--- config.mk ---
export PLATFORM = sky130hd
export DESIGN_NAME = fill_walker
export DESIGN_NICKNAME = d
export VERILOG_FILES = /design/src/hdl/fill_pkg.sv /design/src/hdl/fill_walker.sv
export SDC_FILE = /design/constraint.sdc
export NUM_CORES = 1
export LEC_CHECK = 0
export ABC_AREA = 1
export BUFFER_PORTS_ARGS = -buffer_cell sky130_fd_sc_hd__buf_2
export CORE_AREA = 2 2 105 77
export DETAILED_ROUTE_END_ITERATION = 12
export DIE_AREA = 0 0 107 79
export MAX_ROUTING_LAYER = met4
export PLACE_DENSITY = 0.78
export SETUP_SLACK_MARGIN = 0.02
export SYNTH_ARGS = -nofsm -noshare
export SYNTH_HDL_FRONTEND = slang
export SYNTH_SLANG_ARGS = --single-unit
export TNS_END_PERCENT = 100
--- constraint.sdc ---
create_clock -name clk -period 2.6 [get_ports clk]
set_clock_uncertainty 0.05 [all_clocks]
set_input_delay 0.52 -clock clk [delete_from_list [all_inputs] [get_ports clk]]
set_output_delay 0.52 -clock clk [all_outputs]
set_load 0.01 [all_outputs]
--- src/hdl/fill_pkg.sv ---
/* Framebuffer geometry, fill opcode enum, and the command, job and
   framebuffer write structs shared by the fill engine */
package fill_pkg;

    // ********************
    // Screen geometry
    // ********************
    localparam int COL_BITS      = 6;
    localparam int ROW_BITS      = 5;
    localparam int NUM_COLS      = 64;
    localparam int NUM_ROWS      = 32;
    localparam int BYTE_SEL_BITS = 2;   // Up to 4 bytes per pixel

    // ********************
    // Opcodes
    // ********************
    typedef enum logic [1:0] {
        OP_NOP       = 2'd0,
        OP_SET_PIXEL = 2'd1,
        OP_FILL_AREA = 2'd2,
        OP_CLEAR     = 2'd3
    } fill_op_e;

    // ********************
    // Command and job
    // ********************
    typedef struct packed {
        fill_op_e              op;
        logic [COL_BITS-1:0]   x1;      // Top-left corner
        logic [ROW_BITS-1:0]   y1;
        logic [COL_BITS:0]     width;   // Extra bit so a full row fits
        logic [ROW_BITS:0]     height;
        logic [31:0]           color;   // Byte 0 in the low bits
    } fill_cmd_t;

    // Bounds are inclusive on both ends
    typedef struct packed {
        logic [COL_BITS-1:0]   x1;
        logic [ROW_BITS-1:0]   y1;
        logic [COL_BITS-1:0]   x2m1;
        logic [ROW_BITS-1:0]   y2m1;
        logic [31:0]           color;
    } fill_job_t;

    // ********************
    // Framebuffer access
    // ********************
    typedef struct packed {
        logic [ROW_BITS-1:0]      row;
        logic [COL_BITS-1:0]      col;
        logic [BYTE_SEL_BITS-1:0] bsel;  // Byte within the pixel
    } fb_addr_t;

    typedef struct packed {
        fb_addr_t    addr;
        logic [7:0]  data;
    } fb_write_t;

endpackage
--- src/hdl/fill_walker.sv ---
/* Fill walker FSM: steps a job's rectangle bottom-right to top-left,
   one framebuffer byte write per cycle, then pulses done */
module fill_walker #(
    parameter int BYTES_PER_PIXEL = 3
) (
    input  logic                clk,
    input  logic                reset,
    input  logic                job_valid,
    input  fill_pkg::fill_job_t job,
    output logic                busy,
    output logic                wr_en,
    output fill_pkg::fb_write_t wr,
    output logic                done
);

    localparam logic [fill_pkg::BYTE_SEL_BITS-1:0] LAST_BYTE =
        fill_pkg::BYTE_SEL_BITS'(BYTES_PER_PIXEL - 1);

    typedef enum logic [1:0] {
        ST_IDLE,
        ST_WALK,
        ST_FINISH
    } walk_state_e;

    walk_state_e         state;
    fill_pkg::fill_job_t cur_job;     // Latched copy of the job
    fill_pkg::fb_addr_t  next_addr;
    logic                last_step;

    function automatic logic [7:0] color_byte(
        input logic [31:0]                         color,
        input logic [fill_pkg::BYTE_SEL_BITS-1:0]  bsel
    );
        return color[8*bsel +: 8];
    endfunction

    // ********************
    // Walk order
    // ********************
    always_comb begin
        next_addr = wr.addr;
        last_step = (wr.addr.row == cur_job.y1) && (wr.addr.col == cur_job.x1)
                 && (wr.addr.bsel == '0);
        if (wr.addr.bsel != '0) begin
            next_addr.bsel = wr.addr.bsel - 1'b1;
        end else begin
            next_addr.bsel = LAST_BYTE;
            if (wr.addr.col == cur_job.x1) begin
                next_addr.col = cur_job.x2m1;       // Wrap to right edge
                next_addr.row = wr.addr.row - 1'b1;
            end else begin
                next_addr.col = wr.addr.col - 1'b1;
            end
        end
    end

    // ********************
    // Control
    // ********************
    always_ff @(posedge clk) begin
        if (reset) begin
            state <= ST_IDLE;
            busy  <= 1'b0;
            wr_en <= 1'b0;
            done  <= 1'b0;
        end else begin
            done <= 1'b0;
            case (state)
                ST_IDLE: begin
                    if (job_valid) begin
                        state <= ST_WALK;
                        busy  <= 1'b1;
                        wr_en <= 1'b1;      // First byte goes out now
                    end
                end
                ST_WALK: begin
                    if (last_step) begin
                        state <= ST_FINISH;
                        busy  <= 1'b0;
                        wr_en <= 1'b0;
                        done  <= 1'b1;
                    end
                end
                ST_FINISH: state <= ST_IDLE;  // done high this cycle
                default:   state <= ST_IDLE;
            endcase
        end
    end

    // Address and data of the write in progress
    always_ff @(posedge clk) begin
        if (state == ST_IDLE && job_valid) begin
            cur_job      <= job;
            wr.addr.row  <= job.y2m1;
            wr.addr.col  <= job.x2m1;
            wr.addr.bsel <= LAST_BYTE;
            wr.data      <= color_byte(job.color, LAST_BYTE);
        end else if (state == ST_WALK && !last_step) begin
            wr.addr <= next_addr;
            wr.data <= color_byte(cur_job.color, next_addr.bsel);
        end
    end

endmodule

; ---- Word level (Yosys, flattened, before mapping)
; Index checks and enable logic that the tools add are counted.
[totals]
register_bits = 74
in_bits = 57
out_inout_bits = 24
word_cells = 51
[classes]
n_addsub = 3
eq_ne = 6
n_shift = 1
mux = 13
bitwise = 1
n_reduce_logical = 16
[ops]
columns = op, n
row1 = $mux 21, 2
row2 = $shiftx 32x6->8, 1
row3 = $mux 11, 1
row4 = $reduce_bool 2->1, 4
row5 = $eq 6x6->1, 1
row6 = $mux 2, 3
row7 = $mux 6, 1
row8 = $reduce_and 3->1, 2
row9 = $sub 6x1->6 const B, 1
row10 = $eq 5x5->1, 1
row11 = $mux 5, 1
row12 = $sub 5x1->5 const B, 1
row13 = $logic_and 1x1->1, 4
row14 = $logic_not 2->1, 2
row15 = $ne 2x2->1 const B, 2
row16 = $pmux 2 s2, 1
row17 = $reduce_and 2->1, 2
row18 = $mux 1, 3
row19 = $eq 2x1->1 const B, 1
row20 = $ne 2x1->1 const B, 1
row21 = $pmux 1 s2, 1
row22 = $reduce_or 2->1, 1
row23 = $sub 2x1->2 const B, 1
row24 = $logic_not 1->1, 1
row25 = $not 1->1, 1

; ---- Logic depth before layout (Yosys ltp)
; Gate-level depths: netlist (run 1).
[depth]
word_depth = 7
depth_mapped = 12
depth_no_buf = 11

; ---- Worst setup path before layout (run 1)
; Ideal clock, no wire load.
[synth_timing]
path_type = input to register
startpoint = input port job_valid
endpoint = register cur_job[0] in the netlist's numbering (enable)
setup_ns = 0.433
t_arrival_ns = 2.276
required_time_ns = 2.117
slack_ns = -0.158
stages = 3
path_buffers = 1
cell_sequence = nand2_1 -> inv_1 -> clkbuf_1
[synth_between]
elab_chain_cells = 1
[synth_lines]
columns = element, line_no
row1 = from (decl), fill_walker.sv:8  ; input logic job_valid,
row2 = $logic_and 1x1->1, fill_walker.sv:92  ; if (state == ST_IDLE && job_valid) begin
row3 = to (signal assigned), fill_walker.sv:93  ; cur_job <= job;
row4 = to (decl), fill_walker.sv:26  ; fill_pkg::fill_job_t cur_job;
; No other way between the ends.
; A chain may end at the register's enable or synchronous reset.

; ---- Worst setup path after layout (run 1)
[layout_timing]
startpoint = register wr[11] in the netlist's numbering
endpoint = register wr[15] in the netlist's numbering (enable)
[layout_between]
elab_chain_cells = 7
[layout_lines]
columns = element, line_no
row1 = from (decl), fill_walker.sv:12  ; output fill_pkg::fb_write_t wr,
row2 = $eq 6x6->1, fill_walker.sv:42  ; last_step = (wr.addr.row == cur_job.y1) && (wr.addr.col == cur_job.x1)
row3 = $logic_and 1x1->1, fill_walker.sv:42
row4 = $logic_and 1x1->1, fill_walker.sv:43  ; && (wr.addr.bsel == '0);
row5 = $logic_not 1->1, fill_walker.sv:98  ; end else if (state == ST_WALK && !last_step) begin
row6 = $logic_and 1x1->1, fill_walker.sv:98
row7 = $reduce_bool 2->1 (no line), -
row8 = $reduce_and 2->1 (no line), -
; No other way between the ends.

==> results of run 1 <==
## metrics by stage
stage	setup WS [ns]	instance area [µm²]	instances	hold WS [ns]
floorplan	0.6673	3276	300	0.4414
global placement	0.6677	3765	473	0.4095
detailed placement	0.6028	3765	473	0.4155
CTS	0.5825	3950	489	0.2754
global route	0.3581	3950	489	0.2750
finish	0.5934	3950	489	0.2957
## cells by family (layout without fill, tap and decap cells)
family,Yosys count,after routing,share of synthesized area
AOI/OAI and AO/OA,29,29,0.05350
xor gates and xnor gates,7,7,0.01872
adders and majority gates,4,4,0.01529
buffers and inverters,37,125,0.05196
DFF,74,74,0.6603
and+or+nand+nor,149,149,0.2002
## routing by layer
| layer | routed length (µm) | vias to the layer above | share of wire |
|---|---|---|---|
| met2 | 2977 | 82 | 0.44 |
| met5 | 0 | - | 0 |
| met4 | 82 | 0 | 0.012 |
| li1 | - | 1168 | - |
| met3 | 457 | 10 | 0.068 |
| met1 | 3246 | 1076 | 0.48 |
## flip-flops by register name, indices dropped and copies added, names as in the netlist
register  count
done          1
state         2
wr           21
wr_en         1
cur_job      49
## worst max-delay path, stage by stage, from the launching register on
cell and delay, ns:
edfxtp_1 0.46, nand2_1 0.11, nand2_1 0.07, nor2_2 0.14, nand2_2 0.08, nor2_4 0.25, nand2_4 0.13, nand2_8 0.12
inv_6 0.08, nand2_1 0.06, nand2_1 0.17
## how the worst max path moves through the flow
stage	startpoint	end	slack (ns)	cells after the start
3_3_place_gp	wr[13]$_DFFE_PP_	wr[15]$_DFFE_PP_	0.67	11
3_5_place_dp	wr[8]$_SDFFE_PP0P_	wr[4]$_DFFE_PP_	0.60	8
4_1_cts	wr[12]$_DFFE_PP_	wr[15]$_DFFE_PP_	0.58	10
2_1_floorplan	job_valid	cur_job[0]$_DFFE_PP_	0.67	3
5_1_grt	wr[8]$_SDFFE_PP0P_	wr[0]$_DFFE_PP_	0.36	8
6_report	wr[11]$_DFFE_PP_	wr[15]$_DFFE_PP_	0.59	10
## cells in the final DEF, fill, tap and decap left out, types with 3 or more instances in the layout
cell type,synthesis,layout
nand2_1,88,88
buf_2,2,80
edfxtp_1,68,68
nor2_1,32,32
o21ai_0,18,18
inv_1,15,14
clkbuf_8,0,12
inv_2,10,11
nand3_1,8,8
nand2_2,8,8
o32ai_1,8,8
dfxtp_1,6,6
xor2_1,5,5
nor2_2,4,4
ha_1,4,4
a21oi_1,3,3
clkbuf_1,4,3
## power by group
group / internal [mW] / switching [mW] / total (mW) / leakage, nW
sequential: 1.42 / 0.0533 / 1.48 / 0.709
combinational: 0.197 / 0.326 / 0.523 / 0.922
clock: 0.429 / 0.398 / 0.827 / 0.0939
total: 2.05 / 0.778 / 2.83 / 1.72
## layout make-up
cell class / instances / area (µm²)
fillers: 684 / 3583
flip-flops and latches: 74 / 2162
multi-input cells: 189 / 942.2
repair buffers: 82 / 427.9
clock buffers: 15 / 176.4
well taps: 101 / 126.4
inverters: 27 / 106.4
clock inverters: 1 / 8.758
==> metrics, run 1 <==
Clock Latency Late Sink=0.34 ns; Total Routing Usage GR=0.1773; starting density of the core=0.4346; worst reg2reg path startpoint=wr[11]$_DFFE_PP_; GRT met2 Usage=0.2599; via count=2336; worst r2r path cells=10; Worst-path clk slew=0.08 ns; flop2flop setup slack=0.59 ns; Min-Delay Path Class=input port to flip-flop; postcts setup bufs=0; status=finished, final reports clean; Chip Height=79 µm; total negative setup slack=0 ns; WP data arrival=2.00 ns; vias per cell=4.777; Die ar.=0.008453 mm²; Layout Nets=444; Worst VDD drop=0.2732 mV; Post-Syn Instances=300; CTS root buf=clkbuf_8; Synth area leaders=edfxtp_1 62%, nand2_1 10%, dfxtp_1 3.7%; RD Place Congestion=0.9106; share of layout cells above drive strength 1=0.3196; synth warn=0; number of port buffers=80; clock sink count=74; Area growth, synth to finish=20.63%; total grt overflow=0; P per Cell Area=715.3 mW/mm²; Hold Path Cell Cnt=1; unrepaired setup endpoints after global routing=false; initial DRC count=89; top_reg_cell synth=edfxtp_1; Critical Path Sink Type=flip-flop; PnR Total Power=2.826 mW; number of synthesized flops with an enable pin=68; n_diodes=0; CP Launch Type=flip-flop; area share of the largest cell type after synthesis=0.6236; M3 GR Usage=0.06486; Rows=27; CTS tree=done; post_cts resized=0; GRT met1 Usage=0.2278; synthesized flop and latch total=74; Util after Layout=0.5243; LEAKAGE=1.725 nW; Max Transition Viols Final=0; Routed WL per cell=13.83 µm; WHS Endpoint=cur_job[44]$_DFFE_PP_; max cap viols=0; cell with the most instances after synthesis=nand2_1; CTS buffer count=9; WL final=6763 µm; initial antenna violation count=0; first-pass GRT wire length=10980 µm; DRC viols=0; crit-path max FO=14; vias in the first global route=2364; drt pass-1 iters=4; Max Freq=0.4984 GHz; synthesized area=0.003274 mm²; Die X=107 µm; worst slew pin tran=0.4968 ns; CTS H-tree depth=3; Hold Path Origin=job[44]; synth cell count leaders=88 x nand2_1, 68 x edfxtp_1, 32 x nor2_1; Post-synth ARST share=0; syn_nets=361; Worst EP required=2.59 ns; relative slew slack=0.6683; Reg-to-Reg End=wr[15]$_DFFE_PP_; antenna viol nets, final=0; post-route minimum period=2.007 ns; dominant cell type by area after synthesis=edfxtp_1; detailed-placement wirelength estimate=4888 µm; post-synthesis cell type count=29; IO Pins=81; setup violators final=0; largest net degree at the start of global routing=45; sequential area share after synthesis=0.6603; core region area=0.007533 mm²; grt peak-use layer=met2; fin crit share=0.7718; final-report hold violation count=0; type of the worst setup path=flip-flop to flip-flop; CTS Buffer Depth=2; hold buffer count at cts=0; syn avg cell area=10.91 µm²
(Power assumes the default switching activity.)
==> run 2: changes to the inputs <==
Settings changed: PLACE_DENSITY 0.78 to 0.75.
Clock period 2.6 ns to 2.1 ns, I/O delays scaled along.
==> metrics, run 2 (synthesis results as in run 1) <==
status=finished, final reports clean; share of layout cells above drive strength 1=0.3316; Die ar.=0.008453 mm²; Routed WL per cell=13.32 µm; antenna viol nets, final=0; Crit path largest cell delay=0.51 ns; CTS Buffer Depth=2; post-route minimum period=1.926 ns; LEAKAGE=1.747 nW; multi-input logic area=942.2 µm²; CP max-delay cell=edfxtp_1; cell repeated most along the worst path=nand2_1; Max Transition Viols Final=0; CTS H-tree depth=3; relative slew slack=0.6394; drt pass-1 iters=4; CTS buffer count=9; Area growth, synth to finish=21.28%; Placed Area=0.003795 mm²; Die X=107 µm; Finished Layout Cells=493; Worst-path clk slew=0.08 ns; number of port buffers=80; P per Cell Area=882.1 mW/mm²; Reg with most FFs=cur_job; Min-Delay Path Class=input port to flip-flop; RD Place Congestion=0.9025; flop2flop setup slack=0.17 ns; DRC viols=0; Worst VDD drop=0.3194 mV; vias per cell=4.661; starting density of the core=0.4346; Max Freq=0.5191 GHz; crit-path max FO=14; CTS root buf=clkbuf_8; Chip Height=79 µm; PnR Total Power=3.503 mW; Layout fillers=697; commonest cells after routing, fill and taps aside=88 x nand2_1, 80 x buf_2, 68 x edfxtp_1; total negative setup slack=0 ns; Top Registers=cur_job: 49 flops, wr: 21 flops, state: 2 flops; vias in the first global route=2192; Rows=27; final-report hold violation count=0; n_diodes=0; worst slew pin tran=0.5409 ns; CP Launch Type=flip-flop; initial antenna violation count=0; WL final=6569 µm; commonest non-fill, non-tap cell in the layout=nand2_1; Layout Nets=448; post_cts resized=0; worst path cell trace=nand2_1 -> nand2_1 -> nor2_2 -> nand2_2 -> nor2_4 -> nand2_4 -> nand2_8 -> inv_6 -> nand2_1 -> nand2_1; core region area=0.007533 mm²; DP Cell Count=477; clock sink count=74; Total Routing Usage GR=0.1704; Critical Path Sink Type=flip-flop; total grt overflow=0; WHS=0.1861 ns; fin area=0.003971 mm²; postcts setup bufs=0; initial DRC count=116; unrepaired setup endpoints after global routing=false; detailed-placement wirelength estimate=4707 µm; Worst EP required=2.10 ns; largest net degree at the start of global routing=44; via count=2298; hold buffer count at cts=0; Clock Latency Late Sink=0.35 ns; WP data arrival=1.93 ns; Sequential Area=0.002162 mm²; type of the worst setup path=flip-flop to flip-flop; CTS tree=done; max cap viols=0; fin crit share=0.9174; IO Pins=81; Largest register FFs=49; setup violators final=0; first-pass GRT wire length=10410 µm
==> run 2: cell types whose count changed in the layout (fill, tap and decap cells not counted), sizes merged <==
cell	change
clkbuf	-4
inv	+4
buf	+4
==> run 2: per-layer routing <==
layer / share of wire / vias up / global-route usage
li1: - / 1176 / -
met1: 0.48 / 1058 / 0.2220
met2: 0.45 / 57 / 0.2439
met3: 0.057 / 7 / 0.06979
met4: 0.011 / 0 / 0.05455
met5: 0 / - / -
==> run 2: path summary, 6_finish.rpt <==
| path | start | endpoint | cells past startpoint |
|---|---|---|---|
| worst max register to register | wr[12]$_DFFE_PP_ | wr[12]$_DFFE_PP_ | 10 |
| worst min register to register | wr_en$_SDFFE_PP0P_ | wr_en$_SDFFE_PP0P_ | 2 |
| worst max-delay path | wr[12]$_DFFE_PP_ | wr[12]$_DFFE_PP_ | 10 |
| worst min-delay path | job[10] | cur_job[10]$_DFFE_PP_ | 1 |
==> run 2: area by class of cell <==
class | count | share of cell area
sequential | 74 | 0.5444
multi-input combinational | 189 | 0.2372
timing repair buffer | 86 | 0.1153
clock buffer | 11 | 0.03560
tap | 101 | 0.03182
inverter | 27 | 0.02678
clock inverter | 5 | 0.008822
==> run 2: per-stage QoR <==
step,setup slack (ns),util
2_1_floorplan,0.2673,-
3_3_place_gp,0.2559,0.5037
3_5_place_dp,0.1761,0.5037
4_1_cts,0.1596,0.5272
5_1_grt,0.04238,0.5272
6_report,0.1735,0.5272
==> run 2: critical path: cells and delay by family (launching register included) <==
kind | cells | cell delay (ns)
flops | 1 | 0.51
simple gates | 9 | 1.00
buf+inv | 1 | 0.08
==> run 2: where the power goes <==
group	total [mW]	internal [mW]	switching, mW
Clock	1.02	0.470	0.552
Combinational	0.660	0.254	0.406
Sequential	1.82	1.76	0.0613
Total	3.50	2.48	1.02
==> run 3: changes to the inputs <==
Settings changed: CTS_BUF_LIST set to sky130_fd_sc_hd__clkbuf_4 sky130_fd_sc_hd__clkbuf_8.
==> metrics, run 3 (synthesis results as in run 1) <==
status=finished, final reports clean; share of layout cells above drive strength 1=0.3342; RD Place Congestion=0.9025; part of the power in registers=0.518; CTS tree=done; CTS H-tree depth=3; total grt overflow=0; Min-Delay Path Class=input port to flip-flop; max cap viols=0; Clock Latency Late Sink=0.35 ns; cell repeated most along the worst path=nand2_1; DRC viols=0; PnR Total Power=3.516 mW; Max Transition Viols Final=0; Chip Height=79 µm; LEAKAGE=1.750 nW; Top Registers=cur_job: 49 flops, wr: 21 flops, state: 2 flops; initial DRC count=116; Critical Path Sink Type=flip-flop; Rows=27; post_cts resized=0; Worst-path clk slew=0.08 ns; initial antenna violation count=0; Sequential Area=0.002162 mm²; vias per cell=4.661; WL final=6570 µm; CTS Buffer Depth=2; Worst EP required=2.10 ns; total negative setup slack=0 ns; Max Freq=0.5191 GHz; Util after Layout=0.5277; antenna viol nets, final=0; CP max-delay cell=edfxtp_1; unrepaired setup endpoints after global routing=false; clock sink count=74; starting density of the core=0.4346; Layout Nets=448; largest net degree at the start of global routing=44; detailed-placement wirelength estimate=4707 µm; final-report hold violation count=0; type of the worst setup path=flip-flop to flip-flop; commonest non-fill, non-tap cell in the layout=nand2_1; WP data arrival=1.93 ns; Die ar.=0.008453 mm²; Gate power share=0.188; Buffers & Inverters on Critical Path=1; dpl ws=0.1761 ns; clock power share=0.294; setup ws final=0.1735 ns; CP Launch Type=flip-flop; number of port buffers=80; first-pass GRT wire length=10410 µm; Total Routing Usage GR=0.1704; CTS buffer count=9; commonest cells after routing, fill and taps aside=88 x nand2_1, 80 x buf_2, 68 x edfxtp_1; fin crit share=0.9174; worst path cell trace=nand2_1 -> nand2_1 -> nor2_2 -> nand2_2 -> nor2_4 -> nand2_4 -> nand2_8 -> inv_6 -> nand2_1 -> nand2_1; Reg with most FFs=cur_job; IO Pins=81; post-route minimum period=1.927 ns; vias in the first global route=2192; postcts setup bufs=0; Die X=107 µm; P per Cell Area=884.5 mW/mm²; critical path's top delay family=simple AND/OR/NAND/NOR gates; relative slew slack=0.6394; setup violators final=0; crit-path max FO=14; Worst VDD drop=0.3245 mV; core region area=0.007533 mm²; Net Sw Frac=0.2902; n_diodes=0; CTS root buf=clkbuf_8; via count=2298; Int Power=2.496 mW; Routed WL per cell=13.33 µm; NetSw=1.020 mW; worst slew pin tran=0.5409 ns; Layout fillers=695; drt pass-1 iters=4; Area growth, synth to finish=21.40%; hold buffer count at cts=0; Crit path largest cell delay=0.51 ns; multi-input logic area=942.2 µm²; Largest register FFs=49
## run 3: metal layers
layer  part of all wire  track usage  wire length [µm]  vias up
li1                   -            -                 -     1176
met1               0.48       0.2220              3153     1058
met2               0.45       0.2439              2969       57
met3              0.057      0.06979               373        7
met4              0.011      0.05455                73        0
met5                  0            -                 0        -
## run 3: power by group through the flow
| stage | Sequential [mW] | Clock, mW | Combinational, mW |
|---|---|---|---|
| 6_report | 1.82 | 1.04 | 0.660 |
| 5_1_grt | 1.83 | 1.12 | 0.746 |
| 4_1_cts | 1.82 | 1.06 | 0.669 |
| 3_5_place_dp | 1.85 | 0 | 0.659 |
| 3_3_place_gp | 1.85 | 0 | 0.643 |
| 2_1_floorplan | 1.87 | 0 | 0.411 |
## run 3: stage by stage
step | area [µm²] | hold slack (ns) | cells
2_1_floorplan | 3276 | 0.4391 | 300
3_3_place_gp | 3795 | 0.4075 | 477
3_5_place_dp | 3795 | 0.4158 | 477
4_1_cts | 3975 | 0.1639 | 493
5_1_grt | 3975 | 0.1497 | 493
6_report | 3975 | 0.1860 | 493
## run 3: worst paths after layout
check | depth (start not counted) | end | slack, ns | startpoint
min reg2reg | 2 | wr_en$_SDFFE_PP0P_ | 0.43 | wr_en$_SDFFE_PP0P_
max reg2reg | 10 | wr[12]$_DFFE_PP_ | 0.17 | wr[12]$_DFFE_PP_
max | 10 | wr[12]$_DFFE_PP_ | 0.17 | wr[12]$_DFFE_PP_
min | 1 | cur_job[10]$_DFFE_PP_ | 0.19 | job[10]
## run 3: layout make-up
class	count	area share
sequential	74	0.5439
clock inverter	5	0.008813
inverter	27	0.02675
multi-input combinational	189	0.2370
timing repair buffer	86	0.1152
tap	101	0.03179
clock buffer	11	0.03651
## run 3: worst reg2reg max path: cells and delay by family (launching register included)
kind,cells,cell delay [ns]
flops,1,0.51
simple gates,9,1.00
buf+inv,1,0.08
