**src/hdl/fill_pkg.sv**
```systemverilog
/* Framebuffer geometry, fill opcode enum, and the command, job and
   framebuffer write structs shared by the fill engine */
package fill_pkg;

    // ********************
    // Screen geometry
    // ********************
    localparam int COL_BITS      = 6;
    localparam int ROW_BITS      = 5;
    localparam int NUM_COLS      = 64;
    localparam int NUM_ROWS      = 32;
    localparam int BYTE_SEL_BITS = 2;   // Up to 4 bytes per pixel

    // ********************
    // Opcodes
    // ********************
    typedef enum logic [1:0] {
        OP_NOP       = 2'd0,
        OP_SET_PIXEL = 2'd1,
        OP_FILL_AREA = 2'd2,
        OP_CLEAR     = 2'd3
    } fill_op_e;

    // ********************
    // Command and job
    // ********************
    typedef struct packed {
        fill_op_e              op;
        logic [COL_BITS-1:0]   x1;      // Top-left corner
        logic [ROW_BITS-1:0]   y1;
        logic [COL_BITS:0]     width;   // Extra bit so a full row fits
        logic [ROW_BITS:0]     height;
        logic [31:0]           color;   // Byte 0 in the low bits
    } fill_cmd_t;

    // Bounds are inclusive on both ends
    typedef struct packed {
        logic [COL_BITS-1:0]   x1;
        logic [ROW_BITS-1:0]   y1;
        logic [COL_BITS-1:0]   x2m1;
        logic [ROW_BITS-1:0]   y2m1;
        logic [31:0]           color;
    } fill_job_t;

    // ********************
    // Framebuffer access
    // ********************
    typedef struct packed {
        logic [ROW_BITS-1:0]      row;
        logic [COL_BITS-1:0]      col;
        logic [BYTE_SEL_BITS-1:0] bsel;  // Byte within the pixel
    } fb_addr_t;

    typedef struct packed {
        fb_addr_t    addr;
        logic [7:0]  data;
    } fb_write_t;

endpackage
```
**src/hdl/cmd_decode.sv**
```systemverilog
/* Command decoder that range checks each command and issues a fill job or an error strobe */
module cmd_decode (
    input  logic                clk,
    input  logic                reset,
    input  logic                cmd_valid,
    input  fill_pkg::fill_cmd_t cmd,
    input  logic                busy,
    output logic                job_valid,
    output fill_pkg::fill_job_t job,
    output logic                cmd_error
);

    // Two spare bits so corner plus size cannot wrap
    localparam int XW = fill_pkg::COL_BITS + 2;
    localparam int YW = fill_pkg::ROW_BITS + 2;

    logic [XW-1:0]       x_end;     // One past the last column
    logic [YW-1:0]       y_end;
    logic                fill_ok;
    logic                blocked;
    logic                accept;
    logic                reject;
    fill_pkg::fill_job_t next_job;

    assign x_end = XW'(cmd.x1) + XW'(cmd.width);
    assign y_end = YW'(cmd.y1) + YW'(cmd.height);

    assign fill_ok = (cmd.width != '0) && (cmd.height != '0)
                  && (x_end <= XW'(fill_pkg::NUM_COLS))
                  && (y_end <= YW'(fill_pkg::NUM_ROWS));

    // Walker running or our own job still in flight
    assign blocked = busy || job_valid;

    always_comb begin
        next_job.x1    = cmd.x1;
        next_job.y1    = cmd.y1;
        next_job.x2m1  = cmd.x1;        // 1x1 unless widened below
        next_job.y2m1  = cmd.y1;
        next_job.color = cmd.color;
        accept         = 1'b0;
        reject         = 1'b0;
        case (cmd.op)
            fill_pkg::OP_SET_PIXEL: begin
                accept = 1'b1;          // Corner fields only span the screen
            end
            fill_pkg::OP_FILL_AREA: begin
                next_job.x2m1 = fill_pkg::COL_BITS'(x_end - 1'b1);
                next_job.y2m1 = fill_pkg::ROW_BITS'(y_end - 1'b1);
                accept        = fill_ok;
                reject        = !fill_ok;
            end
            fill_pkg::OP_CLEAR: begin
                next_job.x1   = '0;
                next_job.y1   = '0;
                next_job.x2m1 = fill_pkg::COL_BITS'(fill_pkg::NUM_COLS - 1);
                next_job.y2m1 = fill_pkg::ROW_BITS'(fill_pkg::NUM_ROWS - 1);
                accept        = 1'b1;
            end
            default: ;                  // NOP does nothing
        endcase
        if (blocked && (accept || reject)) begin
            accept = 1'b0;              // No back-pressure so drop it
            reject = 1'b1;
        end
    end

    always_ff @(posedge clk) begin
        if (reset) begin
            job_valid <= 1'b0;
            cmd_error <= 1'b0;
        end else begin
            job_valid <= cmd_valid && accept;
            cmd_error <= cmd_valid && reject;
        end
    end

    always_ff @(posedge clk) begin
        if (cmd_valid && accept) begin
            job <= next_job;
        end
    end

endmodule

```
**config.mk**
```make
export PLATFORM = sky130hd
export DESIGN_NAME = cmd_decode
export DESIGN_NICKNAME = d
export VERILOG_FILES = /design/src/hdl/fill_pkg.sv /design/src/hdl/cmd_decode.sv
export SDC_FILE = /design/constraint.sdc
export NUM_CORES = 1
export LEC_CHECK = 0
export ABC_AREA = 1
export BUFFER_PORTS_ARGS = -buffer_cell sky130_fd_sc_hd__clkbuf_2
export CAP_MARGIN = 20
export CORE_UTILIZATION = 52
export DETAILED_ROUTE_END_ITERATION = 12
export PLACE_DENSITY = 0.86
export SYNTH_ARGS = -nofsm -noshare
export SYNTH_HDL_FRONTEND = slang
export SYNTH_SLANG_ARGS = --single-unit
```
**constraint.sdc**
```tcl
create_clock -name clk -period 9.7 [get_ports clk]
set_input_delay 1.455 -clock clk [delete_from_list [all_inputs] [get_ports clk]]
set_output_delay 1.455 -clock clk [all_outputs]
set_load 0.02 [all_outputs]
```
After elaboration in Yosys (flattened, before gate mapping)

Cells that the tools add are included.

Bits in registers: 56
Word-level logic and storage cells: 33

Add/subtract/negate cells: 4
Order comparisons: 2
Equal/unequal tests: 3
Multiplexer cells: 5
Reductions and logical operators: 12

Operator list:

| kind                                                                             | number |
|---|---|
| 11-bit one-hot mux with 2 select lines                                           | 1 |
| 6-bit by 7-bit adder with 8-bit output                                           | 1 |
| 8-bit by 7-bit less-or-equal comparator with 1-bit output, second input constant | 1 |
| 5-bit by 6-bit adder with 7-bit output                                           | 1 |
| 7-bit by 6-bit less-or-equal comparator with 1-bit output, second input constant | 1 |
| 7-bit nonzero test                                                               | 1 |
| 1-bit logical AND                                                                | 6 |
| 6-bit nonzero test                                                               | 1 |
| 6-bit by 1-bit subtractor with 6-bit output, second input constant               | 1 |
| 5-bit by 1-bit subtractor with 5-bit output, second input constant               | 1 |
| 2-bit equality test, second input constant                                       | 2 |
| 1-bit two-way mux                                                                | 3 |
| 2-bit by 1-bit equality test with 1-bit output, second input constant            | 1 |
| 1-bit logical OR                                                                 | 2 |
| 1-bit one-hot mux with 2 select lines                                            | 1 |
| 2-bit OR reduction                                                               | 1 |
| 1-bit zero test                                                                  | 1 |

Depth between registers and ports, before layout

Gate-level depths: netlist (run 1).

Word-level depth: 10
Mapped depth: 14
Depth with buffers taken out: 13

Worst setup path after synthesis (run 1)

OpenSTA, ideal clock, no wires.

Path kind: input-to-reg
Start: input cmd[38] (netlist bit)
End: register job[0] (netlist bit), enable pin
Library setup time: 0.408 ns
Data arrival time: 3.922 ns
Required time: 9.292 ns
Path slack: 5.370 ns
Cell stages on the path: 11
Cell sequence: ha_1 -> fa_1 -> xnor2_4 -> nand3_1 -> nor2_1 -> nand2_1 -> nand2_1 -> nand3_2 -> nand2_2 -> nand2_2 -> inv_1

Cells in the longest elaborated chain, start to end: 10
Elaborated cells on any way between the ends: 13
Classes of those cells: add/sub: 1; order compare: 1; mux: 3; reduce/logical: 8

RTL lines:

| what                                                                                           | RTL line                           | RTL |
|---|---|---|
| start: declaration                                                                             | cmd_decode.sv:6                    | `input fill_pkg::fill_cmd_t cmd,` |
| 6-bit by 7-bit adder with 8-bit output or 7-bit nonzero test (tied branches)                   | cmd_decode.sv:25, cmd_decode.sv:28 |  |
| 8-bit by 7-bit less-or-equal comparator with 1-bit output or 1-bit logical AND (tied branches) | cmd_decode.sv:29, cmd_decode.sv:28 |  |
| 1-bit logical AND (*)                                                                          | cmd_decode.sv:29                   | `&& (x_end <= XW'(fill_pkg::NUM_COLS))` |
| 1-bit logical AND (*)                                                                          | cmd_decode.sv:30                   | `&& (y_end <= YW'(fill_pkg::NUM_ROWS));` |
| 1-bit zero test                                                                                | cmd_decode.sv:51                   | `reject = !fill_ok;` |
| 1-bit two-way mux                                                                              | cmd_decode.sv:43                   | `case (cmd.op)` |
| 1-bit logical OR                                                                               | cmd_decode.sv:62                   | `if (blocked && (accept \|\| reject)) begin` |
| 1-bit logical AND                                                                              | cmd_decode.sv:62                   |  |
| 1-bit two-way mux (*)                                                                          | cmd_decode.sv:62                   |  |
| 1-bit logical AND (*)                                                                          | cmd_decode.sv:79                   | `if (cmd_valid && accept) begin` |
| end signal: assignment                                                                         | cmd_decode.sv:80                   | `job <= next_job;` |
| end: declaration                                                                               | cmd_decode.sv:9                    | `output fill_pkg::fill_job_t job,` |

Mark *: on every way between the ends. The rest lies on a longest branch, timed or not.
A chain may end at the register's enable or synchronous reset.

Worst setup path in the final report (run 1)

Start: input cmd[38] (netlist bit)
End: register job[17] (netlist bit), enable pin

The elaborated chain is that of the path after synthesis.

==> summary.txt, run 1 <==
Yosys
  • Sequential fraction of the synthesis area: 58.40%
  • Post-synth top flop: edfxtp_1
  • Post-synthesis net count: 349
  • Mapped cell area: 0.002845 mm²
  • EDFF count, synth: 54
  • Syn Area/Cell: 10.54 µm²
  • Post-synth cell types: 29
  • Number of synthesis warnings: 0
  • Syn Inst Count: 270
  • Ys async rst share: 0%
  • Yosys reg bits: 56

Finish
  • Layout cell share with drive strength beyond 1: 38.42%
  • Area delta synth->final: 27.44%
  • Utilization after layout: 70.10%
  • Final nets: 471
  • Diode count: 0

CTS
  • CTS tree: done
  • CTS root buf: clkbuf_8
  • Hold_buf cts: 0
  • CTS Buf Count: 5
  • Clk pin slew, worst setup/hold paths: 90 ps
  • CTS Buffer Depth: 2
  • Setup bufs post-CTS: 0
  • # resized after CTS: 0
  • Htree depth: 2
  • Clock sinks: 56
  • Clk Latency, worst-skew pair: 290 ps

Global routing
  • Congestion Overflow GR: 0
  • Global-route wire length before repair: 9.218 mm
  • Initial antenna violation count: 0
  • GRT Total Usage: 20.22%
  • Vias in the first global route: 2028
  • Largest net degree at the start of global routing: 55

Timing
  • Slew @ Worst Pin: 529.0 ps
  • Final period util: 38.75%
  • Final setup fails: 0
  • Hold Violations, Final: 0
  • Unrepaired setup endpoints after global routing: no
  • Setup TNS: 0 ps
  • Slew headroom: 64.68%
  • Final period demand of the worst path: 3759 ps
  • Skew final: 6.200 ps
  • FMAX: 266.0 MHz
  • Max Slew Vio Count: 0

Drt
  • WL final: 5.727 mm
  • Antenna-violating nets left: 0
  • First-pass DRT Iterations: 4
  • First DRT Iteration DRCs: 102
  • Vias post-DR: 2277
  • WL per Instance: 12.37 µm
  • Via density: 4.918
  • Drt drc: 0

Floorplan
  • I/O pins: 118
  • Die Height: 75.97 µm
  • Die area: 0.005771 mm²
  • FP Rows: 26
  • Placeable Area: 0.005172 mm²
  • Initial Util: 55.01%
  • Die width: 75.97 µm

Min path
  • Worst hold path type: reg2reg
  • Hold Startpoint: job_valid

Status
  • Status: completed

Power
  • Clock power share: 26.5%
  • Leak: 1.746 nW
  • Maximum VDD drop: 0.07698 mV
  • Switching share of power: 26.00%
  • Flop pwr share: 52.3%
  • Comb power frac: 21.2%
  • Pint: 0.0003989 W
  • Sw Pwr: 0.0001401 W
  • Pwr Density: 148.7 mW/mm²

Worst setup path
  • Crit path DAT: 3760 ps
  • Crit path required time: 9700 ps
  • Worst setup path start: cmd[38]
  • Worst R2R Start: job_valid
  • Crit start category: input pin
  • CP max FO: 30
  • CP Capture Type: flop
  • WS Path Type: in2reg

Place
  • Final HPWL DP: 4.740 mm
  • Port Buf Inserts: 117
  • Routability congestion estimate: 0.8828

Run
  • MaxCap Viol Count: 0
==> placed cells by master, fill, tap and decap left out, types with 2 or more instances in the layout <==
master and n:
nor2_4 2, dfxtp_1 2, edfxtp_1 54, nor2_1 27
o21ai_0 4, inv_1 41, nor2_2 2, nand3_2 5
clkbuf_8 5, nand3_1 14, clkbuf_2 117, inv_2 6
a21oi_1 11, nand3b_1 4, o21ai_1 4, o22ai_1 5
fa_1 2, ha_1 15, nand2_2 8, nand2_1 45
clkinv_1 2, nand4_1 8
==> flip-flops by register name (all words and copies together), names as in the netlist <==
name and cells:
cmd_error 1, job_valid 1, job 54
==> metrics by stage <==
| step | hold WS [ps] | std cells | power (W) | setup slack, ps | cell area (µm²) |
|---|---|---|---|---|---|
| final | 646.7 | 463 | 0.0005390 | 5941 | 3626 |
| after global routing | 706.8 | 463 | 0.0005643 | 5771 | 3626 |
| after CTS | 651.1 | 462 | 0.0005419 | 5750 | 3606 |
| after detailed placement | 616.8 | 454 | 0.0004010 | 5433 | 3498 |
| after global placement | 601.7 | 454 | 0.0003970 | 5513 | 3498 |
| after floorplan | 681.3 | 270 | 0.0003642 | 5370 | 2845 |
==> critical path: stages <==
cell	delay (ps)
clkbuf_2	100
ha_1	240
fa_1	510
xnor2_4	260
nand3_1	100
nor2_1	100
nand2_1	50
nand2_1	70
nand3_2	80
nand2_2	70
nand2_2	60
inv_2	400
buf_12	260
==> routing by layer <==
| metal | up-vias | wire [µm] | GRT usage (%) |
|---|---|---|---|
| li1 | 1150 | - | - |
| met1 | 1018 | 2379 | 24.13 |
| met2 | 99 | 2869 | 37.18 |
| met3 | 10 | 392 | 3.952 |
| met4 | 0 | 85 | 5.385 |
| met5 | - | 0 | 0 |
==> power groups by stage <==
stage / sequential (W) / clock, W / combinational [W]
after detailed placement: 0.000288 / 0 / 0.000113
after CTS: 0.000283 / 0.000146 / 0.000113
final: 0.000282 / 0.000143 / 0.000114
after floorplan: 0.000302 / 0 / 0.0000623
after global placement: 0.000288 / 0 / 0.000109
after global routing: 0.000283 / 0.000154 / 0.000127
==> layout make-up <==
cell class                      instances  area [µm²]
Clock inverter                          2       35.03
Fill cell                             407        1546
Sequential cell                        56        1662
Tap cell                               70       87.58
Inverter                               49       183.9
Clock buffer                            6       72.57
Timing Repair Buffer                  118       605.6
Multi-Input combinational cell        162       979.7
==> cell families after synthesis <==
family	count (synthesis)	synth area share [%]
AOI/OAI and AO/OA	25	4.881
adders and majority gates	17	8.004
and+or+nand+nor	118	20.27
DFF	56	58.40
xor gates and xnor gates	2	1.275
buffers and inverters	52	7.168
==> final timing paths <==
| path | endpoint | slack, ps | cells past startpoint |
|---|---|---|---|
| worst max-delay path | job[17] | 5940 | 13 |
| worst min-delay path | cmd_error | 650 | 2 |
| worst max register to register | job[17] | 7910 | 6 |
| worst min register to register | cmd_error | 650 | 2 |
==> cell usage after synthesis, drive strengths merged, types with 4 or more instances <==
cell	count	area share, %
nand3b	4	1.1
nand3	19	4.2
a21oi	11	1.9
nor2	31	4.8
o21ai	8	1.4
o22ai	6	1.5
edfxtp	54	57
nand4	8	1.8
inv	47	6.2
nand2	53	7.7
ha	15	6.6
(Power assumes the default switching activity.)
==> run 2: changes to the inputs <==
CORE_UTILIZATION = 43   (was 52)
PLACE_DENSITY = 0.76   (was 0.86)
clock period = 3 ns   (was 9.7 ns; I/O delays follow)
==> summary.txt, run 2 (synthesis gave the netlist of run 1 again) <==
Status
  • Status: completed

Worst setup path
  • Crit path required time: 3010 ps (-6690 ps)
  • WP buf/inv: 3 (unchanged)
  • Crit path DAT: 2530 ps (-1230 ps)
  • CP Capture Type: flop
  • Critical Path Sink: job[11]
  • Reg2reg end: job[11]
  • R2R setup slack: 1470 ps (-6440 ps)
  • CP delay by family, top: adder cells
  • Critical path depth: 13 (unchanged)
  • Worst setup path start: cmd[50]
  • Worst R2R Start: job_valid
  • Crit-path cells: clkbuf_2, ha_1, fa_1, xnor2_4, nand3_1, nor2_1, nand2_1, nand2_1, nand3_2, nand2_2, nand2_2, clkinvlp_4, buf_12
  • CP max stage cell: fa_1
  • Crit start category: input pin
  • Reg2reg path depth: 6 (unchanged)
  • CP max FO: 26 (-13%)
  • WS Path Type: in2reg
  • CP max stage delay: 520 ps (about the same)

Finish
  • Final nets: 472 (+0.21%)
  • Diode count: 0 (unchanged)
  • Finished Layout Cells: 470 (+1.5%)
  • Layout cell share with drive strength beyond 1: 38.68% (+0.25 points)
  • Top Registers: job (54), cmd_error (1), job_valid (1)
  • Max reg flops: 54 (unchanged)
  • Commonest non-fill, non-tap cell in the layout: clkbuf_2
  • Most frequent cells in the layout: clkbuf_2 (117), edfxtp_1 (54), nand2_1 (45)
  • Area delta synth->final: 29.33%
  • Biggest register: job

Drt
  • WL per Instance: 12.51 µm (+1.1%)
  • WL final: 5.879 mm (+2.7%)
  • Via density: 4.783 (-2.7%)
  • First-pass DRT Iterations: 4 (unchanged)
  • Vias post-DR: 2248 (-1.3%)
  • Antenna-violating nets left: 0 (unchanged)
  • First DRT Iteration DRCs: 88 (-14%)
  • Drt drc: 0 (unchanged)

CTS
  • # resized after CTS: 0 (unchanged)
  • Clock sinks: 56 (unchanged)
  • CTS tree: done
  • CTS root buf: clkbuf_8
  • Hold_buf cts: 0 (unchanged)
  • Clk pin slew, worst setup/hold paths: 90 ps (about the same)
  • CTS Buf Count: 5 (unchanged)
  • CTS Buffer Depth: 2 (unchanged)
  • Clk Latency, worst-skew pair: 290 ps (about the same)
  • Setup bufs post-CTS: 0 (unchanged)
  • Htree depth: 2 (unchanged)

Timing
  • Final period util: 84.18%
  • Max Slew Vio Count: 0 (unchanged)
  • Slew @ Worst Pin: 370.9 ps (-158.1 ps)
  • Hold Violations, Final: 0 (unchanged)
  • Setup TNS: 0 ps (unchanged)
  • Unrepaired setup endpoints after global routing: no
  • Slew headroom: 75.27% (+11 points)
  • FMAX: 396.0 MHz
  • Final setup fails: 0 (unchanged)
  • Skew final: 3.500 ps (-2.700 ps)
  • Final period demand of the worst path: 2525 ps

Run
  • MaxCap Viol Count: 0 (unchanged)

Power
  • Clock power share: 29.8% (+3.3 points)
  • Switching share of power: 24.98% (-1.0 points)
  • Flop pwr share: 49.8% (-2.5 points)
  • Leak: 1.757 nW (+0.62%)
  • Pint: 0.001373 W (+240%)
  • Sw Pwr: 0.0004573 W (+230%)
  • Comb power frac: 20.4% (-0.8 points)
  • Pwr Density: 497.5 mW/mm² (+230%)
  • Maximum VDD drop: 0.3536 mV (+360%)

Floorplan
  • I/O pins: 118 (unchanged)
  • FP Rows: 29 (+12%)
  • Die area: 0.006946 mm² (+20%)
  • Die width: 83.35 µm (+9.7%)
  • Die Height: 83.35 µm (+9.7%)
  • Placeable Area: 0.006386 mm² (+23%)
  • Initial Util: 44.55% (-10 points)

Place
  • Final HPWL DP: 4.833 mm (+2.0%)
  • Routability congestion estimate: 0.8557 (-3.1%)
  • Port Buf Inserts: 117 (unchanged)
  • Placed Cells: 463 (+2.0%)

Global routing
  • Congestion Overflow GR: 0 (unchanged)
  • Vias in the first global route: 1996 (-1.6%)
  • GRT Total Usage: 16.98% (-3.2 points)
  • Global-route wire length before repair: 9.287 mm (+0.75%)
  • Initial antenna violation count: 0 (unchanged)
  • Largest net degree at the start of global routing: 27 (-51%)

Min path
  • Worst hold path type: in2reg
run 2: worst register-to-register path, stage by stage, from the launching register on:
cell and delay, ps:
dfxtp_1 320, o21ai_0 220, nand3_1 100, inv_1 80, nand2_2 80, clkinvlp_4 210
buf_12 220
run 2: metrics by stage:
| stage | area, µm² | hold slack [ps] | setup WS, ps | total power, W | util (%) |
|---|---|---|---|---|---|
| finish | 3680 | 325.1 | 474.7 | 0.001831 | 57.62 |
| global route | 3680 | 296.6 | 346.1 | 0.001916 | 57.62 |
| CTS | 3680 | 312.0 | 468.4 | 0.001845 | 57.62 |
| detailed placement | 3551 | 604.2 | 144.8 | 0.001303 | 55.60 |
| global placement | 3551 | 610.3 | 209.9 | 0.001295 | 55.60 |
| floorplan | 2849 | 516.9 | 42.18 | 0.001178 | - |
run 2: worst min path at each step:
stage	slack [ps]	cells past startpoint	to	from
floorplan	520	1	job_valid	reset
global placement	610	2	cmd_error	job_valid
detailed placement	600	2	cmd_error	job_valid
CTS	310	1	job[3]	cmd[3]
global route	300	1	job[4]	cmd[4]
finish	330	1	job[4]	cmd[4]
run 2: power groups by stage:
stage / sequential (W) / combinational (W) / clock (W)
2_1_floorplan: 0.000976 / 0.000202 / 0
3_3_place_gp: 0.000929 / 0.000366 / 0
4_1_cts: 0.000913 / 0.000375 / 0.000558
6_report: 0.000912 / 0.000373 / 0.000545
5_1_grt: 0.000915 / 0.000414 / 0.000587
3_5_place_dp: 0.000931 / 0.000372 / 0
run 2: layout make-up:
class / count / area [µm²]
clock buffers: 5 / 68.82
clock inverters: 2 / 60.06
fillers: 547 / 2706
inverters: 49 / 187.7
multi-input cells: 162 / 979.7
flip-flops and latches: 56 / 1662
well taps: 77 / 96.34
repair buffers: 119 / 625.6
run 2: per-layer routing:
layer	vias to the layer above	wire [µm]	global-route usage, %
li1	1148	-	-
met1	1010	2649	21.99
met2	88	2867	29.43
met3	2	324	2.783
met4	0	38	4.702
met5	-	0	0
==> run 3: changes to the inputs <==
ABC_AREA = 0   (was 1)
CORE_UTILIZATION = 47   (was 43)
PLACE_DENSITY = 0.79   (was 0.76)
clock period = 2.5 ns   (was 3 ns; I/O delays follow)
==> summary.txt, run 3 <==
Status
  • Status: finished, violations left
  • Failing checks: setup timing

Worst setup path
  • CP max FO: 12 (-54%)
  • CP max stage cell: fa_2
  • CP delay by family, top: compound AO/OA/AOI/OAI gates
  • Crit path required time: 2510 ps (-500 ps)
  • WS Path Type: in2reg
  • Worst path most repeated cell: buf_12
  • Crit path DAT: 2520 ps (about the same)
  • CP max stage delay: 360 ps (-160 ps)
  • CP Capture Type: flop
  • Crit-path cells: buf_8, ha_4, fa_2, a211oi_4, nor2_2, mux2_4, o311ai_4, a32oi_2, nor2b_4, buf_12, buf_12
  • WP buf/inv: 3 (unchanged)
  • Crit start category: input pin

CTS
  • Clock sinks: 56 (unchanged)
  • Clk Latency, worst-skew pair: 290 ps (about the same)
  • CTS Buf Count: 5 (unchanged)
  • CTS Buffer Depth: 2 (unchanged)
  • CTS root buf: clkbuf_8
  • CTS tree: done
  • Clk pin slew, worst setup/hold paths: 90 ps (about the same)
  • Htree depth: 2 (unchanged)
  • Hold_buf cts: 0 (unchanged)

Yosys
  • Ys async rst share: 0% (unchanged)
  • EDFF count, synth: 54 (unchanged)
  • Syn Inst Count: 200 (-26%)
  • Number of synthesis warnings: 0 (unchanged)
  • Synth area leader: edfxtp_1
  • Yosys reg bits: 56 (unchanged)
  • Synth top area share: 59.59% (+2.6 points)
  • Sequential fraction of the synthesis area: 61.06% (+2.7 points)
  • Mapped cell area: 0.002721 mm² (-4.4%)
  • Commonest cells post-synth: edfxtp_1 (54), nor2_1 (25), ha_1 (15)
  • Top post-synthesis cells by area: edfxtp_1 (60%), ha_1 (6.9%), nor2_1 (3.4%), and2_1 (2.5%), xor2_1 (2.3%)
  • Post-synth cell types: 48 (+66%)
  • Post-synthesis net count: 279 (-20%)
  • Syn Area/Cell: 13.61 µm² (+29%)
  • Count leader, synth: edfxtp_1
  • Post-synth top flop: edfxtp_1

Global routing
  • Congestion Overflow GR: 0 (unchanged)
  • Global-route wire length before repair: 9.487 mm (+2.2%)
  • Initial antenna violation count: 0 (unchanged)
  • Largest net degree at the start of global routing: 26 (-3.7%)
  • Vias in the first global route: 2066 (+3.5%)
  • GRT Total Usage: 20.34% (+3.4 points)

Drt
  • WL per Instance: 14.05 µm (+12%)
  • Drt drc: 0 (unchanged)
  • First DRT Iteration DRCs: 91 (+3.4%)
  • First-pass DRT Iterations: 4 (unchanged)
  • Via density: 5.018 (+4.9%)
  • Antenna-violating nets left: 0 (unchanged)
  • WL final: 6.155 mm (+4.7%)
  • Vias post-DR: 2198 (-2.2%)

Finish
  • Biggest register: job
  • Most frequent cells in the layout: clkbuf_2 (115), edfxtp_1 (54), buf_4 (39)
  • Layout cell share with drive strength beyond 1: 52.46% (+14 points)
  • Area delta synth->final: 46.48%
  • Diode count: 0 (unchanged)
  • Commonest non-fill, non-tap cell in the layout: clkbuf_2
  • # fillers: 413 (-24%)
  • Utilization after layout: 71.95% (+14 points)
  • Top Registers: job (54), cmd_error (1), job_valid (1)
  • Finished Layout Cells: 438 (-6.8%)
  • Max reg flops: 54 (unchanged)
  • Final nets: 444 (-5.9%)

Floorplan
  • FP Rows: 27 (-6.9%)
  • I/O pins: 118 (unchanged)
  • Die Height: 78.09 µm (-6.3%)
  • Initial Util: 49.12% (+4.6 points)
  • Die area: 0.006098 mm² (-12%)
  • Die width: 78.09 µm (-6.3%)
  • Placeable Area: 0.005540 mm² (-13%)

Timing
  • FMAX: 398.6 MHz
  • Setup TNS: -202.5 ps (-202.5 ps)
  • Setup WS post-layout: -8.892 ps (-483.6 ps)
  • Hold slack: 249.3 ps (-75.76 ps)
  • Final setup fails: 33 (+33)
  • Slew @ Worst Pin: 445.6 ps (+74.70 ps)
  • Final period demand of the worst path: 2509 ps
  • Unrepaired setup endpoints after global routing: yes
  • Final period util: 100.4%
  • Hold Violations, Final: 0 (unchanged)
  • Max Slew Vio Count: 0 (unchanged)
  • Slew headroom: 70.29% (-5.0 points)
  • Skew final: 7.683 ps (+4.183 ps)

Place
  • Port Buf Inserts: 117 (unchanged)
  • Final HPWL DP: 4.808 mm (-0.52%)
  • Placed Cells: 417 (-9.9%)
  • Routability congestion estimate: 0.8673 (+1.4%)

Min path
  • Worst hold path type: in2reg

Power
  • Power, Total: 0.002087 W (+14%)
  • Pwr Density: 523.5 mW/mm² (+5.2%)
  • Maximum VDD drop: 0.2993 mV (-15%)
  • Leak: 1.751 nW (-0.33%)

Run
  • MaxCap Viol Count: 0 (unchanged)
-- run 3: cell count changes after synthesis, moves of 7 or more --
cell     before  now
a31oi_1       0    9
nand2_2       8    0
inv_1        42    5
nand4_1       8    1
xor2_1        0    7
nand2_1      45    4
nand3_1      14    3
and2_1        0   11
-- run 3: repair_timing --
item	CTS	global route
cloned	2	1
endpoints found under the setup margin	54	54
gates resized for setup	5	6
pin swaps	5	4
setup buffers	5	5
-- run 3: kinds of logic (layout without fill, tap and decap cells) --
group / after synthesis / in the layout / synth area share, %
adder cells (fa/ha/maj): 17 / 17 / 8.368
AO/OA/AOI/OAI: 41 / 41 / 11.63
AND/OR/NAND/NOR: 64 / 64 / 13.43
flip-flops: 56 / 56 / 61.06
multiplexers: 2 / 2 / 0.9194
buffers and inverters: 10 / 176 / 1.379
XOR/XNOR: 10 / 10 / 3.219
-- run 3: final timing paths --
check / endpoint / depth (start not counted) / startpoint / slack (ps)
max: job[26] / 11 / cmd[50] / -9
min: job[19] / 1 / cmd[19] / 250
max reg2reg: job[26] / 8 / job_valid / 540
min reg2reg: cmd_error / 4 / job_valid / 760
-- run 3: stage by stage --
step | area [µm²] | setup WS (ps)
2_1_floorplan | 2764 | -708.6
3_3_place_gp | 3690 | -334.0
3_5_place_dp | 3690 | -389.0
4_1_cts | 3897 | -31.40
5_1_grt | 3986 | -46.79
6_report | 3986 | -8.892
-- run 3: area by class of cell --
cell class	instances	area, µm²	area share (%)
Tap cell	72	90.09	2.260
Clock buffer	5	68.82	1.726
Timing Repair Buffer	162	1039	26.05
Clock inverter	3	13.76	0.3453
Sequential cell	56	1662	41.68
Multi-Input combinational cell	134	1091	27.37
Inverter	6	22.52	0.5650
-- run 3: layer usage --
metal / share of wire [%] / track usage, % / vias to the layer above / wire length, µm
met5: 0 / 0 / - / 0
met4: 0.97 / 6.852 / 0 / 60
met3: 5.8 / 3.488 / 4 / 360
met2: 50 / 34.82 / 92 / 3080
met1: 43 / 26.12 / 1012 / 2653
li1: - / - / 1090 / -
-- run 3: report_power, final --
group	total, W	internal [W]	switching, W
clock	0.000445	0.000191	0.000254
sequential	0.00109	0.00108	0.0000103
combinational	0.000556	0.000278	0.000278
total	0.00209	0.00154	0.000542
-- run 3: worst reg2reg max path, delay by kind of cell, from the launching register on --
kind	cells	cell delay, ps
DFF	1	350
buffers and inverters	2	290
and+or+nand+nor	3	530
AOI/OAI and AO/OA	3	510
